<file path="config.mk">
export PLATFORM = sky130hd
export DESIGN_NAME = his_readout
export DESIGN_NICKNAME = d
export VERILOG_FILES = /design/src/sifh_pkg.sv /design/src/his_readout.sv
export SDC_FILE = /design/constraint.sdc
export NUM_CORES = 1
export LEC_CHECK = 0
export BUFFER_PORTS_ARGS = -buffer_cell sky130_fd_sc_hd__buf_2
export CORE_UTILIZATION = 53
export DETAILED_ROUTE_END_ITERATION = 7
export PLACE_DENSITY = 0.79
export REMOVE_ABC_BUFFERS = 1
export SLEW_MARGIN = 10
export SYNTH_ARGS = -nofsm -noshare
export SYNTH_HDL_FRONTEND = slang
export SYNTH_SLANG_ARGS = --single-unit
</file>
<file path="constraint.sdc">
create_clock -name clk -period 2.3 [get_ports clk]
set_input_delay 0.345 -clock clk [delete_from_list [all_inputs] [get_ports clk]]
set_output_delay 0.345 -clock clk [all_outputs]
set_load 0.005 [all_outputs]
</file>
<file path="src/sifh_pkg.sv">
package sifh_pkg;

    // timestamp from the tdc
    localparam int TIME_W  = 16;
    // bin index, up to 64 bins per pixel
    localparam int BIN_W   = 6;
    // pixel index
    localparam int PIX_W   = 8;
    // histogram word
    localparam int COUNT_W = 16;

    typedef logic [TIME_W-1:0]  time_t;
    typedef logic [BIN_W-1:0]   bin_t;
    typedef logic [PIX_W-1:0]   pixel_t;
    // saturates at all ones
    typedef logic [COUNT_W-1:0] count_t;

    // control fsm states
    // settle covers the last write before readout
    typedef enum logic [1:0] {
        ST_IDLE,
        ST_ACCUM,
        ST_SETTLE
    } his_state_t;

endpackage

</file>
<file path="src/his_readout.sv">
`timescale 1ns/1ns

module his_readout
    import sifh_pkg::*;
#(
    parameter int PIXEL_NUM = 200,
    parameter int BIN_NUM   = 64,
    localparam int ADDR_W   = $clog2(PIXEL_NUM * BIN_NUM)
) (
    input  logic              clk,
    input  logic              combin_res,
    input  logic              rd_start,
    input  logic              rd_bank,
    input  count_t            clr_data,
    output logic              clr_en,
    output logic              clr_bank,
    output logic [ADDR_W-1:0] clr_addr,
    output logic              out_valid,
    output pixel_t            out_pixel,
    output bin_t              out_bin,
    output count_t            out_count,
    output logic              out_last
);

    logic              busy;
    logic [ADDR_W-1:0] addr_cnt;
    pixel_t            pix_cnt;
    bin_t              bin_cnt;
    logic              last_word;

    assign last_word = (pix_cnt == PIX_W'(PIXEL_NUM - 1)) && (bin_cnt == BIN_W'(BIN_NUM - 1));

    assign clr_en    = busy;
    assign clr_addr  = addr_cnt;
    // memory data already one cycle behind the address
    assign out_count = clr_data;

    // address walk, one word per cycle
    always_ff @(posedge clk or negedge combin_res) begin
        if (!combin_res) begin
            busy     <= 1'b0;
            clr_bank <= 1'b0;
            addr_cnt <= '0;
            pix_cnt  <= '0;
            bin_cnt  <= '0;
        end else if (rd_start) begin
            busy     <= 1'b1;
            clr_bank <= rd_bank;
            addr_cnt <= '0;
            pix_cnt  <= '0;
            bin_cnt  <= '0;
        end else if (busy) begin
            addr_cnt <= addr_cnt + 1'b1;
            if (last_word) begin
                busy <= 1'b0;
            end
            // bins ascending inside each pixel
            if (bin_cnt == BIN_W'(BIN_NUM - 1)) begin
                bin_cnt <= '0;
                pix_cnt <= pix_cnt + 1'b1;
            end else begin
                bin_cnt <= bin_cnt + 1'b1;
            end
        end
    end

    // flags lined up with clr_data
    always_ff @(posedge clk or negedge combin_res) begin
        if (!combin_res) begin
            out_valid <= 1'b0;
            out_last  <= 1'b0;
        end else begin
            out_valid <= busy;
            out_last  <= busy && last_word;
        end
    end

    // tags lined up with clr_data
    always_ff @(posedge clk) begin
        out_pixel <= pix_cnt;
        out_bin   <= bin_cnt;
    end

endmodule

</file>
======== Word level (Yosys, flattened, before mapping) ========
Index checks and enable logic that the tools add are counted.
operators by class
  reductions and logical operators ........ 5
  $add $sub $neg .......................... 3
  equality and inequality tests ........... 2
  mux-type cells .......................... 11
operators with widths
  operator               count
  $mux 14                2
  $mux 8                 3
  $mux 6                 3
  $add 14x1->14 const B  1
  $add 8x1->8 const B    1
  $eq 8x8->1 const B     1
  $add 6x1->6 const B    1
  $eq 6x6->1 const B     1
  $reduce_bool 2->1      2
  $mux 1                 3
  $logic_and 1x1->1      2
  $reduce_and 2->1       1
word-level totals
  input bits .............................. 20
  register bits ........................... 46
  output and inout bits ................... 48

======== Longest topological paths before layout ========
  depth in word-level cells ............... 5
  depth in mapped cells ................... 5
  depth with buffers taken out ............ 4

======== Least setup slack after synthesis ========
OpenSTA, ideal clock, no wires.
  path type ............................... register -> register
  start point ............................. register bin_cnt[0]
  end point ............................... register pix_cnt[7]
  path slack .............................. 695 ps
  cell stages (with the launch flop) ...... 5
  required time ........................... 2,172 ps
  data arrival time ....................... 1,478 ps
  cell sequence ........................... dfrtp_1 > ha_1 > nand4_1 > nor4_1 > mux2_1
on the way
  word-level cells in the longest chain between the ends .. 3
RTL lines
  what                                line               text
  start, declared                     his_readout.sv:28  bin_t bin_cnt;
  start signal, assigned              his_readout.sv:62  bin_cnt <= bin_cnt + 1'b1;
  $eq 6x6->1                          his_readout.sv:58  if (bin_cnt == BIN_W'(BIN_NUM - 1)) begin
  $reduce_bool 2->1 (no source line)  n/a
  $reduce_and 2->1 (no source line)   n/a
  end signal, assigned                his_readout.sv:60  pix_cnt <= pix_cnt + 1'b1;
  end, declared                       his_readout.sv:27  pixel_t pix_cnt;
Every way passes these cells.
A chain may end at the register's enable or synchronous reset.

======== Worst setup path after layout ========
  start point ............................. register busy (netlist: clr_en)
  end point ............................... register addr_cnt[13] (netlist: clr_addr[13])
on the way
  word-level cells in the longest chain between the ends .. 1
RTL lines
  what                                line               text
  start, declared                     his_readout.sv:25  logic busy;
  start signal, assigned              his_readout.sv:41  busy <= 1'b0;
  start signal, assigned              his_readout.sv:47  busy <= 1'b1;
  start signal, assigned              his_readout.sv:55  busy <= 1'b0;
  $reduce_bool 2->1 (no source line)  n/a
  end signal, assigned                his_readout.sv:53  addr_cnt <= addr_cnt + 1'b1;
  end, declared                       his_readout.sv:26  logic [ADDR_W-1:0] addr_cnt;
Every way passes these cells.

==> summary.txt <==
Outcome
  – Status: finished clean

Final layout
  – Nets@finish: 234
  – Layout Cells excl Fill: 260
  – Area growth from synthesis to layout: 9.75%
  – Final Util: 60.8%
  – Number of diodes: 0
  – Proportion of layout cells with a drive suffix above 1: 24.1%
  – Post-route cell area: 2230 µm²

STA
  – Final Setup Violations: 0
  – Hold Vio Cnt, Final: 0
  – Setup TNS: 0 ps
  – Fin crit share: 83.1%
  – Clock skew: 7.70 ps
  – Setup WS post-layout: 389 ps
  – Period minus WS final: 1910 ps
  – Fin Hold WS: 79.7 ps
  – Final Slew Violations: 0
  – Worst slew pin tran: 709 ps
  – Worst relative slew slack: 52.8%
  – Fmax: 523 MHz
  – RSZ-0062 raised after global routing: false

Setup path
  – Top Family by Delay on Critical Path: flip-flops
  – R2r endpoint: clr_addr[13]
  – Worst Setup End Kind: flop
  – Critical path type: reg -> reg
  – Crit path required time: 2490 ps
  – Reg2Reg Depth: 4
  – Cell Chain, Critical Path: buf_4 -> o2111ai_2 -> nor4_1 -> mux2_1
  – End point of the critical path: clr_addr[13]
  – Start of the worst register-to-register path: clr_en
  – Max stage delay on crit path: 520 ps
  – Sum of buffers and inverters on the critical path: 1
  – CP startpoint kind: flop
  – Worst path arrival time: 2100 ps
  – Critical path's slowest cell: dfrtp_1
  – Crit path from: clr_en
  – Critical Path Fanout Max: 10
  – Flop2flop setup slack: 390 ps
  – Crit path depth: 4

Pwr
  – Switching Fraction: 22.8%
  – Combinational Power Share: 4.3%
  – Clock power share: 38.3%
  – Seq pwr share: 57.4%
  – Overall power: 1.46 mW
  – Int Power: 1.13 mW
  – Max VDD drop: 470 µV
  – Sw Pwr: 0.332 mW
  – Leakage: 0.985 nW
  – Power Density: 655 nW/µm²

Yosys
  – Most common cell in the netlist: dfrtp_1
  – Top-area cell type share of the netlist area: 39.5%
  – Yosys reg bits: 46
  – Synth Cell Area: 2030 µm²
  – Post-Syn Instances: 192
  – Post-synth top area cell: dfrtp_1
  – Post-synth EDFFs: 0
  – Post-synth top flop: dfrtp_1
  – Post-Syn Area per Cell: 10.6 µm²
  – Commonest cells in the netlist: 32 x dfrtp_1, 17 x a21oi_1, 16 x buf_4
  – Synth area leaders: dfrtp_1 39%, dfxtp_1 14%, buf_4 5.9%
  – Yosys warns: 0
  – Netlist cell types: 35
  – Sequential cell area fraction in the yosys report: 53.3%
  – Async S/R FF share, synth: 69.6%

Clocking
  – Post CTS Setup Buffer Count: 0
  – TritonCTS clock tree: built
  – Clock Tree Root: clkbuf_8
  – Hold buffers post-CTS: 0
  – Clock slew seen by the registers of the worst setup and hold paths: 90 ps
  – H-tree depth: 2
  – CTS Sinks: 46
  – Max clock buf depth: 2
  – Skew-Pair Late Insertion Delay: 310 ps
  – TritonCTS Buffers: 5
  – PostCTS Resize Cnt: 0

Floorplanning
  – Die ar.: 4080 µm²
  – Starting density of the core: 55.4%
  – FP Rows: 22
  – # IOs: 68
  – Die width: 63.9 µm
  – Core area: 3660 µm²
  – Chip Height: 63.9 µm

Place
  – Gpl congestion: 0.773
  – Placed inst area: 2120 µm²
  – Place WS: 442 ps
  – Placed Cells: 252
  – Buffers on Ports: 35
  – Final HPWL DP: 2.59 mm

Route
  – Via count: 1471
  – Final wirelength: 3.94 mm
  – Detailed Route Iter0 Violations: 71
  – DRT Pass-1 Iters: 4
  – Remaining antenna violation count after routing: 0
  – DRC Markers: 0
  – DR vias/cell: 5.66
  – Wirelength per Cell: 15.2 µm

GRT
  – Number of global-route vias before repair: 1384
  – Total track usage: 21.5%
  – Pin count of the biggest net entering global routing: 33
  – Initial antenna violation count: 0
  – Global-route wire length before repair: 6.62 mm
  – Congestion Overflow GR: 0

Flow run
  – Max-cap check violation count: 0

Hold path
  – HP Class: in -> async
[worst min path at each step]
stage	slack [ps]	endpoint	cells after the start
after global routing	140	pix_cnt[6]	1
final	80	pix_cnt[7]	1
after floorplan	50	bin_cnt[0]	0
after CTS	100	pix_cnt[7]	1
after global placement	400	out_pixel[1]	0
after detailed placement	410	out_pixel[7]	0
[layer usage]
| metal | routed length [µm] | GRT usage (%) | vias up |
|---|---|---|---|
| met1 | 1840 | 28.4 | 691 |
| met3 | 330 | 9.64 | 7 |
| met5 | 0 | 0 | - |
| met4 | 70 | 9.94 | 0 |
| li1 | - | - | 713 |
| met2 | 1710 | 30.1 | 60 |
[power groups by stage]
stage | clock (mW) | sequential, mW | combinational, mW
finish | 0.558 | 0.836 | 0.0630
global route | 0.606 | 0.839 | 0.0739
CTS | 0.571 | 0.836 | 0.0647
detailed placement | 0 | 0.853 | 0.0645
global placement | 0 | 0.853 | 0.0629
floorplan | 0 | 0.852 | 0.0235
[area by class of cell]
class / instances / area, µm²
Tap cell: 48 / 60.1
Timing Repair Buffer: 37 / 190
Inverter: 4 / 15.0
Clock buffer: 6 / 93.8
Sequential cell: 46 / 1080
Multi-Input combinational cell: 117 / 772
Clock inverter: 2 / 13.8
Fill cell: 301 / 1440
[layout by cell type (no fill, tap or decap), types with 6 or more instances in the layout]
| master | count |
|---|---|
| buf_2 | 35 |
| dfrtp_1 | 32 |
| a21oi_1 | 17 |
| dfxtp_1 | 14 |
| nor2_1 | 12 |
| nand2_1 | 9 |
| o31ai_1 | 9 |
| or4_1 | 9 |
| nand3_1 | 8 |
| o21ai_0 | 6 |
[registers in the layout (all words and copies together) (netlist names)]
register / count
clr_en: 1
out_bin: 6
bin_cnt: 6
out_last: 1
pix_cnt: 8
clr_bank: 1
clr_addr: 14
out_valid: 1
out_pixel: 8
[kinds of logic after synthesis]
logic type               count (synthesis)  share of synthesized area [%]
flip-flops                              46                           53.3
adder cells (fa/ha/maj)                  3                           1.85
AO/OA/AOI/OAI                           37                           11.5
buffers and inverters                   29                           8.64
XOR/XNOR                                 6                           2.59
multiplexers                             8                           4.32
AND/OR/NAND/NOR                         63                           17.8
(Power assumes the default switching activity.)
