$ cat config.mk
export PLATFORM = sky130hd
export DESIGN_NAME = his_ctrl
export DESIGN_NICKNAME = d
export VERILOG_FILES = /design/src/sifh_pkg.sv /design/src/his_ctrl.sv
export SDC_FILE = /design/constraint.sdc
export NUM_CORES = 1
export LEC_CHECK = 0
export BUFFER_PORTS_ARGS = -buffer_cell sky130_fd_sc_hd__clkbuf_2
export CELL_PAD_IN_SITES_DETAIL_PLACEMENT = 0
export CELL_PAD_IN_SITES_GLOBAL_PLACEMENT = 1
export CORE_MARGIN = 2
export CORE_UTILIZATION = 41
export DETAILED_ROUTE_END_ITERATION = 6
export PLACE_DENSITY_LB_ADDON = 0.05
export REMOVE_ABC_BUFFERS = 1
export SYNTH_ARGS = -nofsm -noshare
export SYNTH_HDL_FRONTEND = slang
export SYNTH_SLANG_ARGS = --single-unit
$ cat constraint.sdc
create_clock -name clk -period 5.4 [get_ports clk]
set_input_delay 1.08 -clock clk [delete_from_list [all_inputs] [get_ports clk]]
set_output_delay 1.08 -clock clk [all_outputs]
set_load 0.005 [all_outputs]
$ cat src/sifh_pkg.sv
package sifh_pkg;

    // timestamp from the tdc
    localparam int TIME_W  = 16;
    // bin index, up to 64 bins per pixel
    localparam int BIN_W   = 6;
    // pixel index
    localparam int PIX_W   = 8;
    // histogram word
    localparam int COUNT_W = 16;

    typedef logic [TIME_W-1:0]  time_t;
    typedef logic [BIN_W-1:0]   bin_t;
    typedef logic [PIX_W-1:0]   pixel_t;
    // saturates at all ones
    typedef logic [COUNT_W-1:0] count_t;

    // control fsm states
    // settle covers the last write before readout
    typedef enum logic [1:0] {
        ST_IDLE,
        ST_ACCUM,
        ST_SETTLE
    } his_state_t;

endpackage

$ cat src/his_ctrl.sv
`timescale 1ns/1ns

module his_ctrl
    import sifh_pkg::*;
#(
    parameter int PIXEL_NUM = 200,
    parameter int DATA_NUM  = 4,
    parameter int ACQ_NUM   = 100,
    localparam int IN_W     = (DATA_NUM > 1) ? $clog2(DATA_NUM) : 1,
    localparam int ACQ_W    = (ACQ_NUM > 1) ? $clog2(ACQ_NUM) : 1
) (
    input  logic   clk,
    input  logic   combin_res,
    input  logic   run,
    input  logic   map_valid,
    input  logic   map_in_range,
    input  bin_t   map_bin,
    output logic   inc_en,
    output logic   inc_bank,
    output pixel_t inc_pixel,
    output bin_t   inc_bin,
    output logic   frame_done,
    output logic   rd_start,
    output logic   rd_bank
);

    his_state_t state;
    his_state_t state_nxt;

    logic [IN_W-1:0]  input_cnt;
    pixel_t           pixel_cnt;
    logic [ACQ_W-1:0] acq_cnt;
    logic             bank;
    logic             settle_cnt;

    logic count_en;
    logic last_input;
    logic last_pixel;
    logic last_acq;
    logic frame_end;

    // hits count in accum and while settling
    assign count_en   = map_valid && (state != ST_IDLE);
    assign last_input = input_cnt == IN_W'(DATA_NUM - 1);
    assign last_pixel = pixel_cnt == PIX_W'(PIXEL_NUM - 1);
    assign last_acq   = acq_cnt == ACQ_W'(ACQ_NUM - 1);
    assign frame_end  = count_en && last_input && last_pixel && last_acq;

    // out-of-range hits advance counters but touch no bin
    assign inc_en     = count_en && map_in_range;
    assign inc_bank   = bank;
    assign inc_pixel  = pixel_cnt;
    assign inc_bin    = map_bin;
    assign frame_done = frame_end;
    // second settle cycle, last write has landed
    assign rd_start   = (state == ST_SETTLE) && settle_cnt;

    always_comb begin
        state_nxt = state;
        case (state)
            ST_IDLE: begin
                if (run) begin
                    state_nxt = ST_ACCUM;
                end
            end
            ST_ACCUM: begin
                if (frame_end) begin
                    state_nxt = ST_SETTLE;
                end else if (!run) begin
                    state_nxt = ST_IDLE;
                end
            end
            ST_SETTLE: begin
                // readout launches, then back to counting or idle
                if (settle_cnt) begin
                    state_nxt = run ? ST_ACCUM : ST_IDLE;
                end
            end
            default: state_nxt = ST_IDLE;
        endcase
    end

    always_ff @(posedge clk or negedge combin_res) begin
        if (!combin_res) begin
            state      <= ST_IDLE;
            settle_cnt <= 1'b0;
        end else begin
            state      <= state_nxt;
            settle_cnt <= (state == ST_SETTLE) && !settle_cnt;
        end
    end

    // nested input / pixel / acquisition counters
    always_ff @(posedge clk or negedge combin_res) begin
        if (!combin_res) begin
            input_cnt <= '0;
            pixel_cnt <= '0;
            acq_cnt   <= '0;
        end else if (count_en) begin
            if (!last_input) begin
                input_cnt <= input_cnt + 1'b1;
            end else begin
                input_cnt <= '0;
                if (!last_pixel) begin
                    pixel_cnt <= pixel_cnt + 1'b1;
                end else begin
                    pixel_cnt <= '0;
                    acq_cnt   <= last_acq ? '0 : acq_cnt + 1'b1;
                end
            end
        end
    end

    // ping-pong toggle at frame end
    // finished bank held for the readout
    always_ff @(posedge clk or negedge combin_res) begin
        if (!combin_res) begin
            bank    <= 1'b0;
            rd_bank <= 1'b0;
        end else if (frame_end) begin
            bank    <= ~bank;
            rd_bank <= bank;
        end
    end

endmodule

# After elaboration in Yosys (flattened, before gate mapping)
# Cells that the tools add are included.
[totals]
regBits = 22
input_bits = 11
output_inout_bits = 19
wordCells = 41
[op_classes]
addsub = 3
eq_ne = 8
mux = 9
bitwise_logic = 1
n_reduce_logical = 13
[op_table]
columns = ["op", "n"]
rows = [
  ["two-way mux 2 bit", 5],
  ["adder 8 x 1 -> 8 bit (second input constant)", 1],
  ["== test 8 bit (second input constant)", 1],
  ["two-way mux 8 bit", 1],
  ["adder 7 x 1 -> 7 bit (second input constant)", 1],
  ["== test 7 bit (second input constant)", 1],
  ["logical AND 1 bit", 7],
  ["two-way mux 7 bit", 1],
  ["case mux 2 bit (3 select lines)", 1],
  ["AND reduction 3 bit", 2],
  ["== test 2 bit (second input constant)", 2],
  ["!= test 2 bit (second input constant)", 2],
  ["!= test 3 bit (second input constant)", 1],
  ["adder 2 x 1 -> 2 bit (second input constant)", 1],
  ["== test 2 x 1 -> 1 bit (second input constant)", 1],
  ["zero test 2 bit", 1],
  ["AND reduction 2 bit", 1],
  ["nonzero test 2 bit", 1],
  ["zero test 1 bit", 1],
  ["two-way mux 1 bit", 1],
  ["inverter 1 bit", 1],
]

# Longest topological paths before layout
# Gate-level depths: netlist of run 1.
[depth]
depth_word = 7
mapped_depth = 6
mapped_depth_nobuf = 5

# Worst setup path after synthesis of run 1
# No wires, ideal clock.
[synth_path]
path_kind = "input to output"
from = "input map_valid"
to = "output frame_done"
t_arrival_ns = 1.931
required_ns = 4.320
slack_ns = 2.389
cell_stages = 4
path_buffers = 1
path_cell_list = "o211ai_1 -> or3_1 -> clkbuf_2 -> nor2_1"
[synth_via]
elab_chain_len = 4
[synth_lines]
columns = ["item", "line_no", "text"]
rows = [
  ["from (decl)", "his_ctrl.sv:15", "input logic map_valid,"],
  ["logical AND 1 bit", "his_ctrl.sv:43", "assign count_en = map_valid && (state != ST_IDLE);"],
  ["logical AND 1 bit (3 in a row)", "his_ctrl.sv:47", "assign frame_end = count_en && last_input && last_pixel && last_acq;"],
  ["to (decl)", "his_ctrl.sv:22", "output logic frame_done,"],
]
# No other way between the ends.

# Worst setup path in the final report of run 1
# Same ends and word-level chain as after synthesis.

==> flow_summary.yaml, run 1 <==
route:
  ant_nets: 0
  drc: 0
  vias: 823
  vias_per_cell: 5.41
  drtIter0Drc: 9
  drt_first_pass_iters: 4
  wirelength_mm: 2.07
  wire_per_inst_um: 13.6
setup_path:
  cp_max_fo: 11
  arrival_ns: 2.60
  criticalPathCategory: "in2out"
  crit_path_max_incr_delay_ns: 0.58
  cp_common_cell: "clkbuf_2"
  cp-start-kind: "input port"
  cp_top_family: "simple AND/OR/NAND/NOR gates"
  rr_worst_depth: 5
  cp.required_ns: 4.32
  cp_num_cells: 5
  critical-path-slowest-cell: "or3_1"
  path_cells: "clkbuf_2, o211ai_1, or3_1, nor2_1, clkbuf_2"
  path_buf_inv: 2
  cp-end-kind: "primary output"
floorplanning:
  coreArea_um2: 2520
  std_cell_rows: 18
  initial_utilization_pct: 43.9
  die_w_um: 56.0
  io_pins: 30
  die_y_um: 56.0
  dieArea_um2: 3130
timing:
  tightest_slew_ns: 0.841
  hold-worst-slack_ns: 0.458
  skew_ns: 0.00398
  max_freq_ghz: 0.272
  hold_viol_final: 0
  slew_violations: 0
  finalSetupTns_ns: 0
  period_share_pct: 68.2
  fin_crit_ns: 3.68
  finalSetupViolations: 0
  max_slew_margin_pct: 43.5
  rsz0062_at_grt: "false"
power_and_ir_drop:
  power_density_nw_per_um2: 320
  peakVddDrop_mv: 0.166
  power.leakage_nw: 0.592
placement:
  dp.cells: 148
  io_buffers: 17
  gp_congestion: 0.748
  dp_hpwl_mm: 1.49
  placed_area_um2: 1180
clocking:
  clk_pin_slew_worst_paths_ns: 0.13
  clock-sinks: 22
  cts_tree: "yes"
  clock_latency_ns: 0.31
  cts_hold_buffers: 0
  post_cts_buffers: 0
  cts_buffer_depth: 2
  cts_resized: 0
  htree_levels: 1
  numCtsBuffers: 3
  cts-root-buf: "clkbuf_4"
run_status:
  status: "completed"
global_routing:
  grt_util_all_layers_pct: 13.4
  antenna_found_initial: 0
  grt_pass1_wl_mm: 3.41
  grt_pass1_vias: 732
  grt_max_degree: 23
  grt_overflow_total: 0
cells_and_area:
  final_cell_mix: "dfrtp_1, clkbuf_2, nand2_1"
  seq_area_um2: 551
  fillers: 242
  antenna_cells: 0
  nets: 137
  final_common_cell: "dfrtp_1"
  drive_gt1_share_pct: 22.1
  stdcell_count: 152
  multi_input_area_um2: 495
  utilization_pct: 48.7
  area_growth_pct: 11.0
  postLayoutCellArea_um2: 1230
synthesis:
  yosys_warnings: 0
  synth_cell_types: 33
  syn_avg_cell_area_um2: 10.2
  yosysSeqAreaShare_pct: 49.7
  netlist_area_um2: 1110
  ys_ff_latch: 22
  synth_cells: 109
hold_path:
  hold_path.class: "reg2reg"
  whs_path_depth: 1
flow_run:
  maxCapViolCount: 0
[Yosys cell counts]
cell type  number  area, um2
ha_1            3       37.5
o31ai_1         2       15.0
nand3_1         5       25.0
or3b_4          1       11.3
clkbuf_2        1       5.00
or3_1           1       6.26
nand3b_1        1       7.51
xor2_1          4       35.0
nor3_1          4       20.0
o41ai_1         1       8.76
nand4_1         3       18.8
a21o_1          2       15.0
dfrtp_1        22        551
o211a_1         1       10.0
nand2_1        15       56.3
inv_1           2       7.51
and3b_2         1       10.0
nor4_1          2       12.5
xnor2_1         3       26.3
o21ai_0         8       40.0
or4_1           1       7.51
clkbuf_1        1       3.75
mux2_2          3       33.8
nand4b_1        1       8.76
o311ai_0        1       8.76
nor2_1          5       18.8
nor3b_1         3       22.5
buf_4           6       45.0
a21oi_1         2       10.0
o211ai_1        1       7.51
nor4bb_1        1       10.0
or2_2           1       6.26
nand2b_1        1       6.26
[area by class of cell]
cell class                 instances  area share, %
timing repair buffer              17           6.92
inverter                           2          0.611
clock inverter                     1           2.44
tap                               30           3.05
sequential                        22           44.8
clock buffer                       3           1.83
multi-input combinational         77           40.3
[flip-flops by register name, indices dropped and copies added, names as in the netlist]
name / cells
acq_cnt: 7
inc_bank: 1
inc_pixel: 8
input_cnt: 2
rd_bank: 1
settle_cnt: 1
state: 2
[cells by family after synthesis]
kind of cell,count (synthesis),synth area share (%)
compound gates,18,10.4
xor+xnor,7,5.54
flops,22,49.7
buf+inv,10,5.54
fa+ha+maj,3,3.39
mux,3,3.05
simple gates,46,22.4
[worst register-to-register path, stage by stage, from the launching register on]
cell and delay (ns):
dfrtp_1 0.40, ha_1 0.21, o211ai_1 0.31, or3_1 0.58, nor2_1 0.36, mux2_2 0.38
[stage by stage]
stage	power, mW	worst slack [ns]
6_report	0.393	1.72
5_1_grt	0.414	1.58
4_1_cts	0.398	1.70
3_5_place_dp	0.271	1.71
3_3_place_gp	0.266	1.81
2_1_floorplan	0.240	2.22
[power by group]
part	internal (mW)	switching, mW
Combinational	0.0292	0.0302
Sequential	0.183	0.0227
Clock	0.0750	0.0529
Total	0.287	0.106
[per-layer routing]
layer	wire [um]	track usage, %	vias up
met5	0	0	-
met4	24	4.08	0
met3	105	4.42	4
met2	873	18.7	26
met1	1070	19.8	382
li1	-	-	411
[path summary, 6_finish.rpt]
check	startpoint	to	slack, ns
max in group asynchronous	combin_res	input_cnt[1]$_DFFE_PN0N_	4.31
min	settle_cnt$_DFF_PN0_	settle_cnt$_DFF_PN0_	0.46
min in group asynchronous	combin_res	acq_cnt[2]$_DFFE_PN0P_	0.72
max reg2reg	input_cnt[0]$_DFFE_PN0N_	rd_bank$_DFFE_PN0P_	3.07
min reg2reg	settle_cnt$_DFF_PN0_	settle_cnt$_DFF_PN0_	0.46
max	map_valid	frame_done	1.72
No activity file was read; power rests on OpenSTA's default activity.
==> run 2, diff against run 1 <==
--- a/config.mk
+++ b/config.mk
@@ -5,11 +5,12 @@
 export SDC_FILE = /design/constraint.sdc
 export NUM_CORES = 1
 export LEC_CHECK = 0
+export ABC_AREA = 1
 export BUFFER_PORTS_ARGS = -buffer_cell sky130_fd_sc_hd__clkbuf_2
 export CELL_PAD_IN_SITES_DETAIL_PLACEMENT = 0
 export CELL_PAD_IN_SITES_GLOBAL_PLACEMENT = 1
 export CORE_MARGIN = 2
-export CORE_UTILIZATION = 41
+export CORE_UTILIZATION = 37
 export DETAILED_ROUTE_END_ITERATION = 6
 export PLACE_DENSITY_LB_ADDON = 0.05
 export REMOVE_ABC_BUFFERS = 1
==> constraint.sdc (replaced) <==
create_clock -name clk -period 3.7 [get_ports clk]
set_input_delay 0.74 -clock clk [delete_from_list [all_inputs] [get_ports clk]]
set_output_delay 0.74 -clock clk [all_outputs]
set_load 0.005 [all_outputs]
==> run 2 against run 1 <==
Net effect: core utilization is 6.4 points lower; sequential power increased by 57%; largest cell class is now multi-input combinational cells; highest routed layer unchanged; largest power group unchanged; worst hold slack got worse by 0.060 ns.
==> flow_summary.yaml, run 2 <==
timing:
  hold_viol_final: 0
  finalSetupTns_ns: 0
  max_slew_margin_pct: 60.7
  slew_violations: 0
  tightest_slew_ns: 0.589
  finalSetupViolations: 0
  max_freq_ghz: 0.388
  fin_crit_ns: 2.58
  rsz0062_at_grt: "false"
  skew_ns: 0.0104
  period_share_pct: 69.6
synthesis:
  synth.area.top_cells: "dfrtp_1, nand2_1, nand3_1"
  ys_async_sr_fraction_pct: 100
  netlist_area_um2: 1280
  syn_avg_cell_area_um2: 7.48
  synth_edf_count: 0
  yosys_warnings: 0
  synth_largest_area_cell: "dfrtp_1"
  yosysSeqAreaShare_pct: 43.1
  ys_ff_latch: 22
  synth_cell_types: 24
  yosysTopAreaCellShare_pct: 43.1
  yosysMostFrequentCell: "nand2_1"
  synth_cells: 171
  synthFlopType: "dfrtp_1"
  synth_commonest_cells: "nand2_1, dfrtp_1, inv_1"
cells_and_area:
  drive_gt1_share_pct: 15.6
  final_cell_mix: "nand2_1, inv_1, dfrtp_1"
  utilization_pct: 42.3
  largest_reg_flops: 8
  fillers: 379
  nets: 201
  antenna_cells: 0
  area_growth_pct: 10.5
  final_common_cell: "nand2_1"
power_and_ir_drop:
  peakVddDrop_mv: 0.157
  total_power_mw: 0.611
  switchingPower_mw: 0.209
  p_comb_share_pct: 24.8
  power.leakage_nw: 0.763
  swShare_pct: 34.3
  p_int_mw: 0.402
  clock_power_share_pct: 22.3
  p_seq_share_pct: 52.9
  power_density_nw_per_um2: 432
setup_path:
  rr_worst_depth: 8
  path_cells: "ha_1, nand2_1, nor2_1, nand2_2, nor2_8, nand2_1, inv_1, clkbuf_2"
  cp-end-kind: "primary output"
  critical-path-slowest-cell: "dfrtp_1"
  path_buf_inv: 2
  critPathLaunch: "inc_pixel[0]$_DFFE_PN0N_"
  criticalPathCategory: "reg2out"
  cp_max_fo: 10
  rrSetupSlack_ns: 2.11
  arrival_ns: 1.84
  reg2reg_to: "acq_cnt[4]$_DFFE_PN0P_"
  r2r-start: "inc_pixel[0]$_DFFE_PN0N_"
  cp.required_ns: 2.96
  cp_common_cell: "nand2_1"
  cp_top_family: "simple AND/OR/NAND/NOR gates"
  crit_path_max_incr_delay_ns: 0.45
  cp-start-kind: "flip-flop"
route:
  drtIter0Drc: 48
  wl_met3_um: 123
  ant_nets: 0
  vias: 1082
  vias_per_cell: 4.66
  drt_first_pass_iters: 5
  drt-met1-wl_mm: 1.16
  drc: 0
  wl_met2_mm: 1.21
  top_layer: "met4"
  wirelength_mm: 2.52
  wire_per_inst_um: 10.9
floorplanning:
  coreArea_um2: 3340
  die_y_um: 62.8
  initial_utilization_pct: 38.3
  die_w_um: 62.8
  dieArea_um2: 3940
  std_cell_rows: 21
  io_pins: 30
placement:
  gp_congestion: 0.739
  io_buffers: 17
  dp_hpwl_mm: 1.87
global_routing:
  grt_max_degree: 23
  antenna_found_initial: 0
  grt_pass1_vias: 1040
  grt_overflow_total: 0
  grt_util_all_layers_pct: 14.2
  grt_pass1_wl_mm: 4.47
run_status:
  status: "completed"
clocking:
  clk_pin_slew_worst_paths_ns: 0.13
  cts_tree: "yes"
  cts_resized: 0
  cts-root-buf: "clkbuf_4"
  clock_latency_ns: 0.31
  cts_buffer_depth: 2
  numCtsBuffers: 3
  htree_levels: 1
  cts_hold_buffers: 0
  post_cts_buffers: 0
  clock-sinks: 22
flow_run:
  maxCapViolCount: 0
hold_path:
  hold_path.class: "in2async"
-- run 2: cell types whose count changed after synthesis, moves of 12 or more --
cell / change
nand3_1: +12
inv_1: +20
nor2_1: +14
nand2_1: +38
-- run 2: cells by family after synthesis --
kind of cell | count (synthesis) | synth area share, %
flops | 22 | 43.1
xor+xnor | 4 | 2.74
compound gates | 12 | 5.38
fa+ha+maj | 3 | 2.94
simple gates | 101 | 35.6
buf+inv | 29 | 10.3
-- run 2: layout make-up --
class,instances,area [um2],area share (%)
Timing Repair Buffer,17,85.1,6.02
Inverter,23,86.3,6.11
Sequential cell,22,551,39.0
Tap cell,46,57.6,4.07
Multi-Input combinational cell,120,597,42.2
Clock buffer,4,36.3,2.57
-- run 2: worst max path at each step --
stage | endpoint | slack (ns) | cells past startpoint
floorplan | frame_done | 1.60 | 6
global placement | frame_done | 1.35 | 8
detailed placement | frame_done | 1.33 | 8
CTS | frame_done | 1.10 | 8
global route | frame_done | 0.91 | 8
finish | frame_done | 1.12 | 8
-- run 2: metal layers --
metal  track usage (%)  up-vias
met2              23.4       26
met4              6.94        0
met3              3.78        2
li1                  -      567
met5                 0        -
met1              17.3      487
-- run 2: through the flow --
step | setup WS, ns | hold slack [ns] | cell area [um2] | std cells
2_1_floorplan | 1.60 | 0.440 | 1230 | 165
3_3_place_gp | 1.35 | 0.459 | 1380 | 228
3_5_place_dp | 1.33 | 0.467 | 1380 | 228
4_1_cts | 1.10 | 0.413 | 1410 | 232
5_1_grt | 0.915 | 0.433 | 1410 | 232
6_report | 1.12 | 0.398 | 1410 | 232
-- run 2: power by group through the flow --
stage | Clock, mW | Combinational [mW] | Sequential, mW
after floorplan | 0 | 0.0998 | 0.319
after global placement | 0 | 0.153 | 0.327
after detailed placement | 0 | 0.152 | 0.330
after CTS | 0.143 | 0.153 | 0.324
after global routing | 0.154 | 0.174 | 0.331
final | 0.136 | 0.152 | 0.323
