--- config.mk ---
export PLATFORM = sky130hd
export DESIGN_NAME = tdc_bin_mapper
export DESIGN_NICKNAME = d
export VERILOG_FILES = /design/src/sifh_pkg.sv /design/src/tdc_bin_mapper.sv
export SDC_FILE = /design/constraint.sdc
export NUM_CORES = 1
export LEC_CHECK = 0
export BUFFER_PORTS_ARGS = -buffer_cell sky130_fd_sc_hd__buf_2
export CAP_MARGIN = 25
export CORE_AREA = 2 2 39 41
export CTS_CLUSTER_DIAMETER = 150
export CTS_CLUSTER_SIZE = 25
export DETAILED_ROUTE_END_ITERATION = 8
export DIE_AREA = 0 0 41 43
export SLEW_MARGIN = 10
export SYNTH_ARGS = -nofsm -noshare
export SYNTH_HDL_FRONTEND = slang
export SYNTH_SLANG_ARGS = --single-unit
--- constraint.sdc ---
create_clock -name clk -period 0.8 [get_ports clk]
set_input_delay 0.16 -clock clk [delete_from_list [all_inputs] [get_ports clk]]
set_output_delay 0.16 -clock clk [all_outputs]
set_load 0.03 [all_outputs]
--- src/sifh_pkg.sv ---
package sifh_pkg;

    // timestamp from the tdc
    localparam int TIME_W  = 16;
    // bin index, up to 64 bins per pixel
    localparam int BIN_W   = 6;
    // pixel index
    localparam int PIX_W   = 8;
    // histogram word
    localparam int COUNT_W = 16;

    typedef logic [TIME_W-1:0]  time_t;
    typedef logic [BIN_W-1:0]   bin_t;
    typedef logic [PIX_W-1:0]   pixel_t;
    // saturates at all ones
    typedef logic [COUNT_W-1:0] count_t;

    // control fsm states
    // settle covers the last write before readout
    typedef enum logic [1:0] {
        ST_IDLE,
        ST_ACCUM,
        ST_SETTLE
    } his_state_t;

endpackage

--- src/tdc_bin_mapper.sv ---
`timescale 1ns/1ns

module tdc_bin_mapper
    import sifh_pkg::*;
#(
    parameter int TIME_OFFSET = 0,
    parameter int BIN_SHIFT   = 2,
    parameter int BIN_NUM     = 64
) (
    input  logic  clk,
    input  logic  combin_res,
    input  logic  hit_valid,
    input  time_t hit_time,
    output logic  map_valid,
    output bin_t  map_bin,
    output logic  map_in_range
);

    time_t rel_time;
    time_t bin_idx;
    logic  early;
    logic  in_range;

    // hit before the window start
    assign early    = hit_time < TIME_W'(TIME_OFFSET);
    assign rel_time = hit_time - TIME_W'(TIME_OFFSET);
    // bin width is 2**BIN_SHIFT ticks
    assign bin_idx  = rel_time >> BIN_SHIFT;
    assign in_range = !early && (bin_idx < TIME_W'(BIN_NUM));

    // strobe delayed by one cycle
    always_ff @(posedge clk or negedge combin_res) begin
        if (!combin_res) begin
            map_valid <= 1'b0;
        end else begin
            map_valid <= hit_valid;
        end
    end

    // tags only meaningful with map_valid
    always_ff @(posedge clk) begin
        map_bin      <= bin_idx[BIN_W-1:0];
        map_in_range <= in_range;
    end

endmodule
After elaboration in Yosys (flattened, before gate mapping) --
Cells that the tools add are included.
Word-level totals: output and inout bits 8, register bits 8, bits of input ports 19, word-level logic and storage cells 7
Cells by class: reductions and logical operators 2, magnitude comparators 2
Operators with widths (count):
- 16-bit by 1-bit less-than comparator with 1-bit output (second input constant) | 1
- 14-bit by 7-bit less-than comparator with 1-bit output (second input constant) | 1
- 1-bit logical AND | 1
- 1-bit zero test | 1

Depth between registers and ports, before layout --
Gate-level depths: netlist of the first run.
depth in word-level cells 3, gate-level depth with buffers 2

Worst setup path after synthesis of the first run --
OpenSTA, ideal clock, no wires.
path kind in2reg, start point input port hit_time[15], end point register map_in_range, setup slack -0.018 ns, setup time 0.065 ns, stages on the path 2, arrival 0.754 ns, buffers on the path 0, required time 0.735 ns, cell sequence or4_1 -> nor2_1
On the way: cells in the longest elaborated chain, start to end 3
RTL lines:
- start: declaration | RTL line tdc_bin_mapper.sv:13 | input time_t hit_time,
- 16-bit by 1-bit less-than comparator with 1-bit output | RTL line tdc_bin_mapper.sv:25 | assign early = hit_time < TIME_W'(TIME_OFFSET);
- 1-bit zero test | RTL line tdc_bin_mapper.sv:29 | assign in_range = !early && (bin_idx < TIME_W'(BIN_NUM));
- 1-bit logical AND * | RTL line tdc_bin_mapper.sv:29
- net in_range | RTL line tdc_bin_mapper.sv:22 | logic in_range;
- end signal: assignment | RTL line tdc_bin_mapper.sv:43 | map_in_range <= in_range;
- end: declaration | RTL line tdc_bin_mapper.sv:16 | output logic map_in_range
The timed path passes the listed nets; every way through them passes the cells marked *.

Worst setup path in the final report of the first run --
start point register map_valid, end point output port map_valid
RTL lines:
- start: declaration | RTL line tdc_bin_mapper.sv:14 | output logic map_valid,
- start signal: assignment | RTL line tdc_bin_mapper.sv:36 | map_valid <= hit_valid;
No word-level cell between the ends.

==> results of run 1 <==
[area by class of cell]
class                   instances  area share (%)
well taps                      16           4.558
repair buffers                 27           45.58
flip-flops and latches          8           39.60
clock buffers                   4           5.983
multi-input cells               3           4.274
[layer usage]
layer | vias up | global-route usage, % | part of all wire [%]
li1 | 99 | - | -
met2 | 25 | 7.500 | 33
met1 | 73 | 7.468 | 44
met4 | 0 | 10.00 | 1.9
met3 | 2 | 6.283 | 20
met5 | - | 0 | 0
[cell usage after synthesis (all sizes together)]
master,number,area share (%)
dfrtp,1,14
dfxtp,7,76
or4,2,8.2
nor2,1,2.0
[path summary, 6_finish.rpt]
check,startpoint,cells after the start,to,slack (ns)
max,map_valid$_DFF_PN0_,1,map_valid,-0.12
min,hit_time[3],1,map_bin[1]$_DFF_P_,0.01
max in group asynchronous,combin_res,2,map_valid$_DFF_PN0_,0.51
min in group asynchronous,combin_res,2,map_valid$_DFF_PN0_,0.21
[flip-flops by register name (all words and copies together) (netlist names)]
| signal | flops |
|---|---|
| map_in_range | 1 |
| map_valid | 1 |
| map_bin | 6 |
[through the flow]
step	instances	util, %	hold WS, ns	worst slack (ns)
floorplan	11	-	-0.1356	-0.01840
global placement	51	23.42	-0.06307	-0.1339
detailed placement	51	23.42	-0.06197	-0.1406
CTS	58	31.74	0.0002139	-0.1436
global route	58	31.74	0.0003813	-0.1579
finish	58	31.74	0.01289	-0.1242
[repair_timing]
item | CTS | global route
hold buffers | 3 | 0
endpoints found under the setup margin | 8 | 8
endpoints found under the hold margin | 3 | 0
resized for setup | 23 | 0
[power breakdown]
part,total (mW),internal (mW),switching [mW]
Clock,0.325,0.191,0.134
Sequential,0.431,0.422,0.00917
Combinational,0.128,0.0719,0.0561
Total,0.884,0.684,0.200
[cells by family after synthesis]
family	after synthesis	synth area share, %
AND/OR/NAND/NOR	3	10.20
flip-flops	8	89.79
==> flow_metrics.env, run 1 <==
export IMPL_status="finished with violations"
export IMPL_fin_crit_sh_pct=115.5
export IMPL_ys_seq_area_share_pct=89.80
export IMPL_initial_core_util_pct=13.29
export IMPL_power_mw=0.8842
export IMPL_synthCells=11
export IMPL_fmax_mhz=1082
export IMPL_crit_family="flip-flops"
export IMPL_die_area_sq_mm=0.001763
export IMPL_place_area_sq_um=324.1
export IMPL_clkTransAtPathRegs_ns=0.06
export IMPL_num_vias=199
export IMPL_cts_buffers=3
export IMPL_antenna_found_initial=0
export IMPL_arrival_ns=0.76
export IMPL_nets=62
export IMPL_rsz0062_at_grt="yes"
export IMPL_maxCapViolCount=0
export IMPL_totalWireLength_um=594
export IMPL_grt_max_degree=6
export IMPL_ir_drop_v=0.0007812
export IMPL_cts_root_buffer="clkbuf_4"
export IMPL_finalSetupTns_ns=-0.4984
export IMPL_multi_input_area_sq_um=18.77
export IMPL_grt_pass1_vias=189
export IMPL_grt_pass1_wl_um=738
export IMPL_cts_tree="yes"
export IMPL_numClockSinks=8
export IMPL_slowest_delay_ns=0.37
export IMPL_max_slew_worst_pin_slew_ns=0.07976
export IMPL_wl_per_cell_um=10.24
export IMPL_h_tree_depth=1
export IMPL_grt_total_usage_pct=7.452
export IMPL_path_buf_inv=1
export IMPL_setup_viol=8
export IMPL_p_per_area_mw_per_mm2=2013
export IMPL_antenna_cells=0
export IMPL_area_delta_synth_final_pct=138.8
export IMPL_io_pins=27
export IMPL_finalHoldViolations=0
export IMPL_via_per_inst=3.431
export IMPL_post_route_min_period_ns=0.9242
export IMPL_p_leak_nw=0.2122
export IMPL_ff_latch_area_sq_um=173.9
export IMPL_crit_chain="buf_6"
export IMPL_syn_nets=30
export IMPL_final_cell_mix="buf_2 (16), buf_6 (8), dfxtp_2 (7)"
export IMPL_critical_path_class="reg -> out"
export IMPL_slew_violations=0
export IMPL_final_common_cell="buf_2"
export IMPL_io_buffers=24
export IMPL_synth_cell_types=4
export IMPL_syn_avg_cell_area_sq_um=16.72
export IMPL_core_sq_mm=0.001384
export IMPL_gp_congestion=0.6437
export IMPL_std_cell_rows=14
export IMPL_path_max_fanout=1
export IMPL_critPathCaptureType="output port"
export IMPL_violations="negative setup slack"
export IMPL_max_slew_margin_pct=94.68
export IMPL_die_w_um=41
export IMPL_dr_first_iter_drc_count=1
export IMPL_layout_drive_gt1_share_pct=80.95
export IMPL_grt_overflow=0
export IMPL_fin_ws_ns=-0.1242
export IMPL_critical_path_required_ns=0.64
export IMPL_cts_max_path_buffers=2
export IMPL_cts_setup_buffers=0
export IMPL_min_delay_path_class="in -> reg"
export IMPL_drt_first_pass_iters=2
export IMPL_final_cell_area_sq_um=439.2
export IMPL_fill_cells=141
export IMPL_start_kind="flop"
export IMPL_ys_ff_latch=8
export IMPL_antenna_violating_nets_post_route=0
export IMPL_synth_warnings=0
export IMPL_die_y_um=43
export IMPL_cp_slowest_cell="dfrtp_1"
export IMPL_netlist_area_sq_um=183.9
export IMPL_drc=0
Power figures use the tool's default switching activity.
==> run 2: changes to the inputs <==
--- a/config.mk
+++ b/config.mk
@@ -12,6 +12,7 @@
 export CTS_CLUSTER_SIZE = 25
 export DETAILED_ROUTE_END_ITERATION = 8
 export DIE_AREA = 0 0 41 43
+export PLACE_DENSITY = 0.42
 export SLEW_MARGIN = 10
 export SYNTH_ARGS = -nofsm -noshare
 export SYNTH_HDL_FRONTEND = slang
==> flow_metrics.env, run 2 (synthesized netlist as in run 1, its figures left out) <==
export IMPL_status="finished with violations"
export IMPL_violations="negative setup slack"
export IMPL_antenna_cells=0
export IMPL_p_per_area_mw_per_mm2=1870
export IMPL_grt_overflow=0
export IMPL_wl_per_cell_um=9.839
export IMPL_final_common_cell="buf_2"
export IMPL_crit_chain="buf_6"
export IMPL_fmax_mhz=1085
export IMPL_grt_most_used_layer="met2"
export IMPL_initial_core_util_pct=13.29
export IMPL_largest_reg_flops=6
export IMPL_hold_start="hit_valid"
export IMPL_maxCapViolCount=0
export IMPL_gp_congestion=0.5624
export IMPL_grt_use_met3_pct=8.377
export IMPL_use_met2_pct=12.19
export IMPL_path_max_fanout=1
export IMPL_std_cell_rows=14
export IMPL_fin_cells=62
export IMPL_dr_first_iter_drc_count=0
export IMPL_num_vias=228
export IMPL_max_slew_worst_pin_slew_ns=0.08270
export IMPL_io_pins=27
export IMPL_grt_total_usage_pct=7.415
export IMPL_cts_tree="yes"
export IMPL_holdPathEnd="map_valid$_DFF_PN0_"
export IMPL_core_sq_mm=0.001384
export IMPL_crit_family="flip-flops"
export IMPL_antenna_violating_nets_post_route=0
export IMPL_met1_usage_pct=3.195
export IMPL_fin_ws_ns=-0.1214
export IMPL_antenna_found_initial=0
export IMPL_post_route_min_period_ns=0.9214
export IMPL_grt_max_degree=6
export IMPL_final_cell_area_sq_um=479.2
export IMPL_place_area_sq_um=324.1
export IMPL_finalHoldViolations=0
export IMPL_slew_violations=0
export IMPL_largest_register="map_bin"
export IMPL_clkTransAtPathRegs_ns=0.06
export IMPL_grt_pass1_vias=211
export IMPL_critPathCaptureType="output port"
export IMPL_critical_path_required_ns=0.64
export IMPL_fin_crit_sh_pct=115.2
export IMPL_grt_pass1_wl_um=759
export IMPL_rsz0062_at_grt="yes"
export IMPL_totalWireLength_um=610
export IMPL_critical_path_class="reg -> out"
export IMPL_drt_first_pass_iters=1
export IMPL_cp_slowest_cell="dfrtp_1"
export IMPL_h_tree_depth=1
export IMPL_cts_buffers=3
export IMPL_numClockSinks=8
export IMPL_ir_drop_v=0.0004258
export IMPL_hold_depth=1
export IMPL_min_delay_path_class="in -> reg"
export IMPL_start_kind="flop"
export IMPL_path_buf_inv=1
export IMPL_cts_max_path_buffers=2
export IMPL_nets=66
export IMPL_via_per_inst=3.677
export IMPL_layout_drive_gt1_share_pct=73.91
export IMPL_cts_root_buffer="clkbuf_4"
export IMPL_final_cell_mix="buf_2 (16), buf_6 (8), dlygate4sd3_1 (7), dfxtp_2 (7), clkbuf_4 (3)"
export IMPL_setup_viol=8
export IMPL_die_w_um=41
export IMPL_dp_cells=51
export IMPL_p_leak_nw=0.2290
export IMPL_area_delta_synth_final_pct=160.5
export IMPL_arrival_ns=0.76
export IMPL_die_area_sq_mm=0.001763
export IMPL_io_buffers=24
export IMPL_place_ws_ns=-0.1348
export IMPL_drc=0
export IMPL_post_route_util_pct=34.63
export IMPL_die_y_um=43
export IMPL_max_slew_margin_pct=94.49
export IMPL_top_regs="map_bin: 6 flops, map_in_range: 1 flops, map_valid: 1 flops"
export IMPL_slowest_delay_ns=0.37
-- run 2: where the power goes --
group,internal [mW],switching [mW],leakage [nW]
sequential,0.422,0.00879,0.0709
combinational,0.0847,0.0594,0.143
clock,0.190,0.131,0.0150
total,0.697,0.199,0.229
-- run 2: how the worst max path moves through the flow --
| stage | endpoint | slack, ns | from | depth (start not counted) |
|---|---|---|---|---|
| after floorplan | map_in_range$_DFF_P_ | -0.02 | hit_time[15] | 2 |
| after global placement | map_in_range$_DFF_P_ | -0.13 | hit_time[15] | 3 |
| after detailed placement | map_in_range$_DFF_P_ | -0.13 | hit_time[15] | 3 |
| after CTS | map_valid | -0.13 | map_valid$_DFF_PN0_ | 1 |
| after global routing | map_valid | -0.17 | map_valid$_DFF_PN0_ | 1 |
| final | map_valid | -0.12 | map_valid$_DFF_PN0_ | 1 |
-- run 2: stage by stage --
stage                     power, mW  hold slack (ns)  TNS [ns]
after global routing         0.9732         0.001017   -0.8480
after CTS                    0.9083        0.0005476   -0.5658
after global placement       0.5246         -0.06554   -0.1337
after floorplan              0.4723          -0.1356  -0.01840
final                        0.8960          0.02364   -0.4684
after detailed placement     0.5262         -0.06003   -0.1348
-- run 2: final cells by class --
class                      count  area (sq um)
multi-input combinational      3         18.77
tap                           16         20.02
sequential                     8         173.9
fill                         141         904.6
timing repair buffer          31         240.2
clock buffer                   4         26.28
-- run 2: timing repair --
action,4_1_cts,5_1_grt
setup endpoints to repair,8,8
setup buffers,0,0
endpoints found under the hold margin,4,3
resized for setup,23,0
hold buffers,4,3
-- run 2: routing by layer --
layer / wire length [um] / share of wire (%)
met3: 128 / 21
met1: 165 / 27
met2: 307 / 50
met4: 8 / 1.3
met5: 0 / 0
==> run 3: changes to the inputs <==
--- a/config.mk
+++ b/config.mk
@@ -13,6 +13,7 @@
 export DETAILED_ROUTE_END_ITERATION = 8
 export DIE_AREA = 0 0 41 43
 export PLACE_DENSITY = 0.42
+export RECOVER_POWER = 50
 export SLEW_MARGIN = 10
 export SYNTH_ARGS = -nofsm -noshare
 export SYNTH_HDL_FRONTEND = slang
==> flow_metrics.env, run 3 (synthesized netlist as in run 1, its figures left out) <==
export IMPL_num_vias=228
export IMPL_p_per_area_mw_per_mm2=1873
export IMPL_area_delta_synth_final_pct=159.9
export IMPL_nets=66
export IMPL_std_cell_rows=14
export IMPL_rsz0062_at_grt="yes"
export IMPL_grt_max_degree=6
export IMPL_fin_ws_ns=-0.1214
export IMPL_p_int_mw=0.6963
export IMPL_numClockSinks=8
export IMPL_via_per_inst=3.677
export IMPL_antenna_cells=0
export IMPL_antenna_violating_nets_post_route=0
export IMPL_drt_first_pass_iters=1
export IMPL_critical_path_required_ns=0.64
export IMPL_power_frac_clock_pct=35.9
export IMPL_crit_family="flip-flops"
export IMPL_finalHoldViolations=0
export IMPL_gp_congestion=0.5624
export IMPL_critical_path_class="reg -> out"
export IMPL_ff_latch_area_sq_um=173.9
export IMPL_grt_total_usage_pct=7.415
export IMPL_grt_overflow=0
export IMPL_max_slew_worst_pin_slew_ns=0.08270
export IMPL_violations="negative setup slack"
export IMPL_h_tree_depth=1
export IMPL_slew_violations=0
export IMPL_maxCapViolCount=0
export IMPL_initial_core_util_pct=13.29
export IMPL_dr_first_iter_drc_count=0
export IMPL_grt_pass1_vias=211
export IMPL_swShare_pct=22.24
export IMPL_power_net_switching_mw=0.1991
export IMPL_io_pins=27
export IMPL_die_w_um=41
export IMPL_slowest_delay_ns=0.37
export IMPL_path_buf_inv=1
export IMPL_drc=0
export IMPL_max_slew_margin_pct=94.49
export IMPL_status="finished with violations"
export IMPL_die_area_sq_mm=0.001763
export IMPL_ir_drop_v=0.0004258
export IMPL_wl_per_cell_um=9.823
export IMPL_die_y_um=43
export IMPL_cp_slowest_cell="dfrtp_1"
export IMPL_multi_input_area_sq_um=18.77
export IMPL_largest_register="map_bin"
export IMPL_min_delay_path_class="in -> reg"
export IMPL_io_buffers=24
export IMPL_fin_crit_sh_pct=115.2
export IMPL_cts_buffers=3
export IMPL_power_mw=0.8954
export IMPL_cts_root_buffer="clkbuf_4"
export IMPL_p_leak_nw=0.2262
export IMPL_top_regs="map_bin: 6 flops, map_in_range: 1 flops, map_valid: 1 flops"
export IMPL_comb_power_share_pct=16.0
export IMPL_seq_power_share_pct=48.1
export IMPL_layout_drive_gt1_share_pct=71.74
export IMPL_clkTransAtPathRegs_ns=0.06
export IMPL_path_max_fanout=1
export IMPL_fmax_mhz=1085
export IMPL_antenna_found_initial=0
export IMPL_crit_chain="buf_6"
export IMPL_grt_pass1_wl_um=759
export IMPL_cts_setup_buffers=0
export IMPL_final_cell_mix="buf_2 (15), buf_6 (8), dlygate4sd3_1 (7), dfxtp_2 (7), clkbuf_4 (3)"
export IMPL_cts_max_path_buffers=2
export IMPL_cts_tree="yes"
export IMPL_arrival_ns=0.76
export IMPL_setup_viol=8
export IMPL_finalSetupTns_ns=-0.4684
export IMPL_totalWireLength_um=609
export IMPL_fin_cells=62
export IMPL_post_route_min_period_ns=0.9214
export IMPL_final_common_cell="buf_2"
export IMPL_largest_reg_flops=6
export IMPL_core_sq_mm=0.001384
export IMPL_fill_cells=142
export IMPL_critPathCaptureType="output port"
export IMPL_start_kind="flop"
export IMPL_dp_cells=51
## run 3: cell types whose count changed in the layout (fill, tap and decap cells not counted)
cell,previous run,this run
buf_2,16,15
clkbuf_1,1,2
## run 3: per-stage QoR
step / worst slack [ns] / instance area, sq um / utilization (%) / hold slack, ns
after floorplan: -0.01840 / 183.9 / - / -0.1356
after global placement: -0.1337 / 324.1 / 23.42 / -0.06554
after detailed placement: -0.1348 / 324.1 / 23.42 / -0.06003
after CTS: -0.1335 / 449.2 / 32.46 / 0.0005476
after global routing: -0.1714 / 478.0 / 34.54 / 0.001017
final: -0.1214 / 478.0 / 34.54 / 0.02363
## run 3: area by class of cell
cell class / instances / area share, %
Sequential cell: 8 / 36.39
Clock buffer: 4 / 5.497
Multi-Input combinational cell: 3 / 3.927
Timing Repair Buffer: 31 / 50.00
Tap cell: 16 / 4.188
## run 3: metal layers
metal,vias up,share of wire [%],global-route usage (%)
met5,-,0,0
met4,0,1.3,6.000
met3,2,21,8.377
met2,27,50,12.19
met1,92,27,3.195
li1,107,-,-
## run 3: power groups by stage
stage	clock network, mW	registers (mW)	logic (mW)
final	0.321	0.431	0.143
after CTS	0.346	0.430	0.133
after floorplan	0	0.470	0.00199
after detailed placement	0	0.430	0.0958
after global placement	0	0.430	0.0943
after global routing	0.387	0.432	0.153
## run 3: final timing paths
path                                     start                  end  slack, ns  depth (start not counted)
min in group asynchronous           combin_res  map_valid$_DFF_PN0_       0.21                          2
worst max-delay path       map_valid$_DFF_PN0_            map_valid      -0.12                          1
worst min-delay path                 hit_valid  map_valid$_DFF_PN0_       0.02                          1
max in group asynchronous           combin_res  map_valid$_DFF_PN0_       0.49                          2
## run 3: timing repair
action / in CTS / in global routing
endpoints found under the hold margin: 4 / 3
setup endpoints to repair: 8 / 8
pin swaps: 0 / 0
resized for setup: 23 / 0
hold buffers: 4 / 3
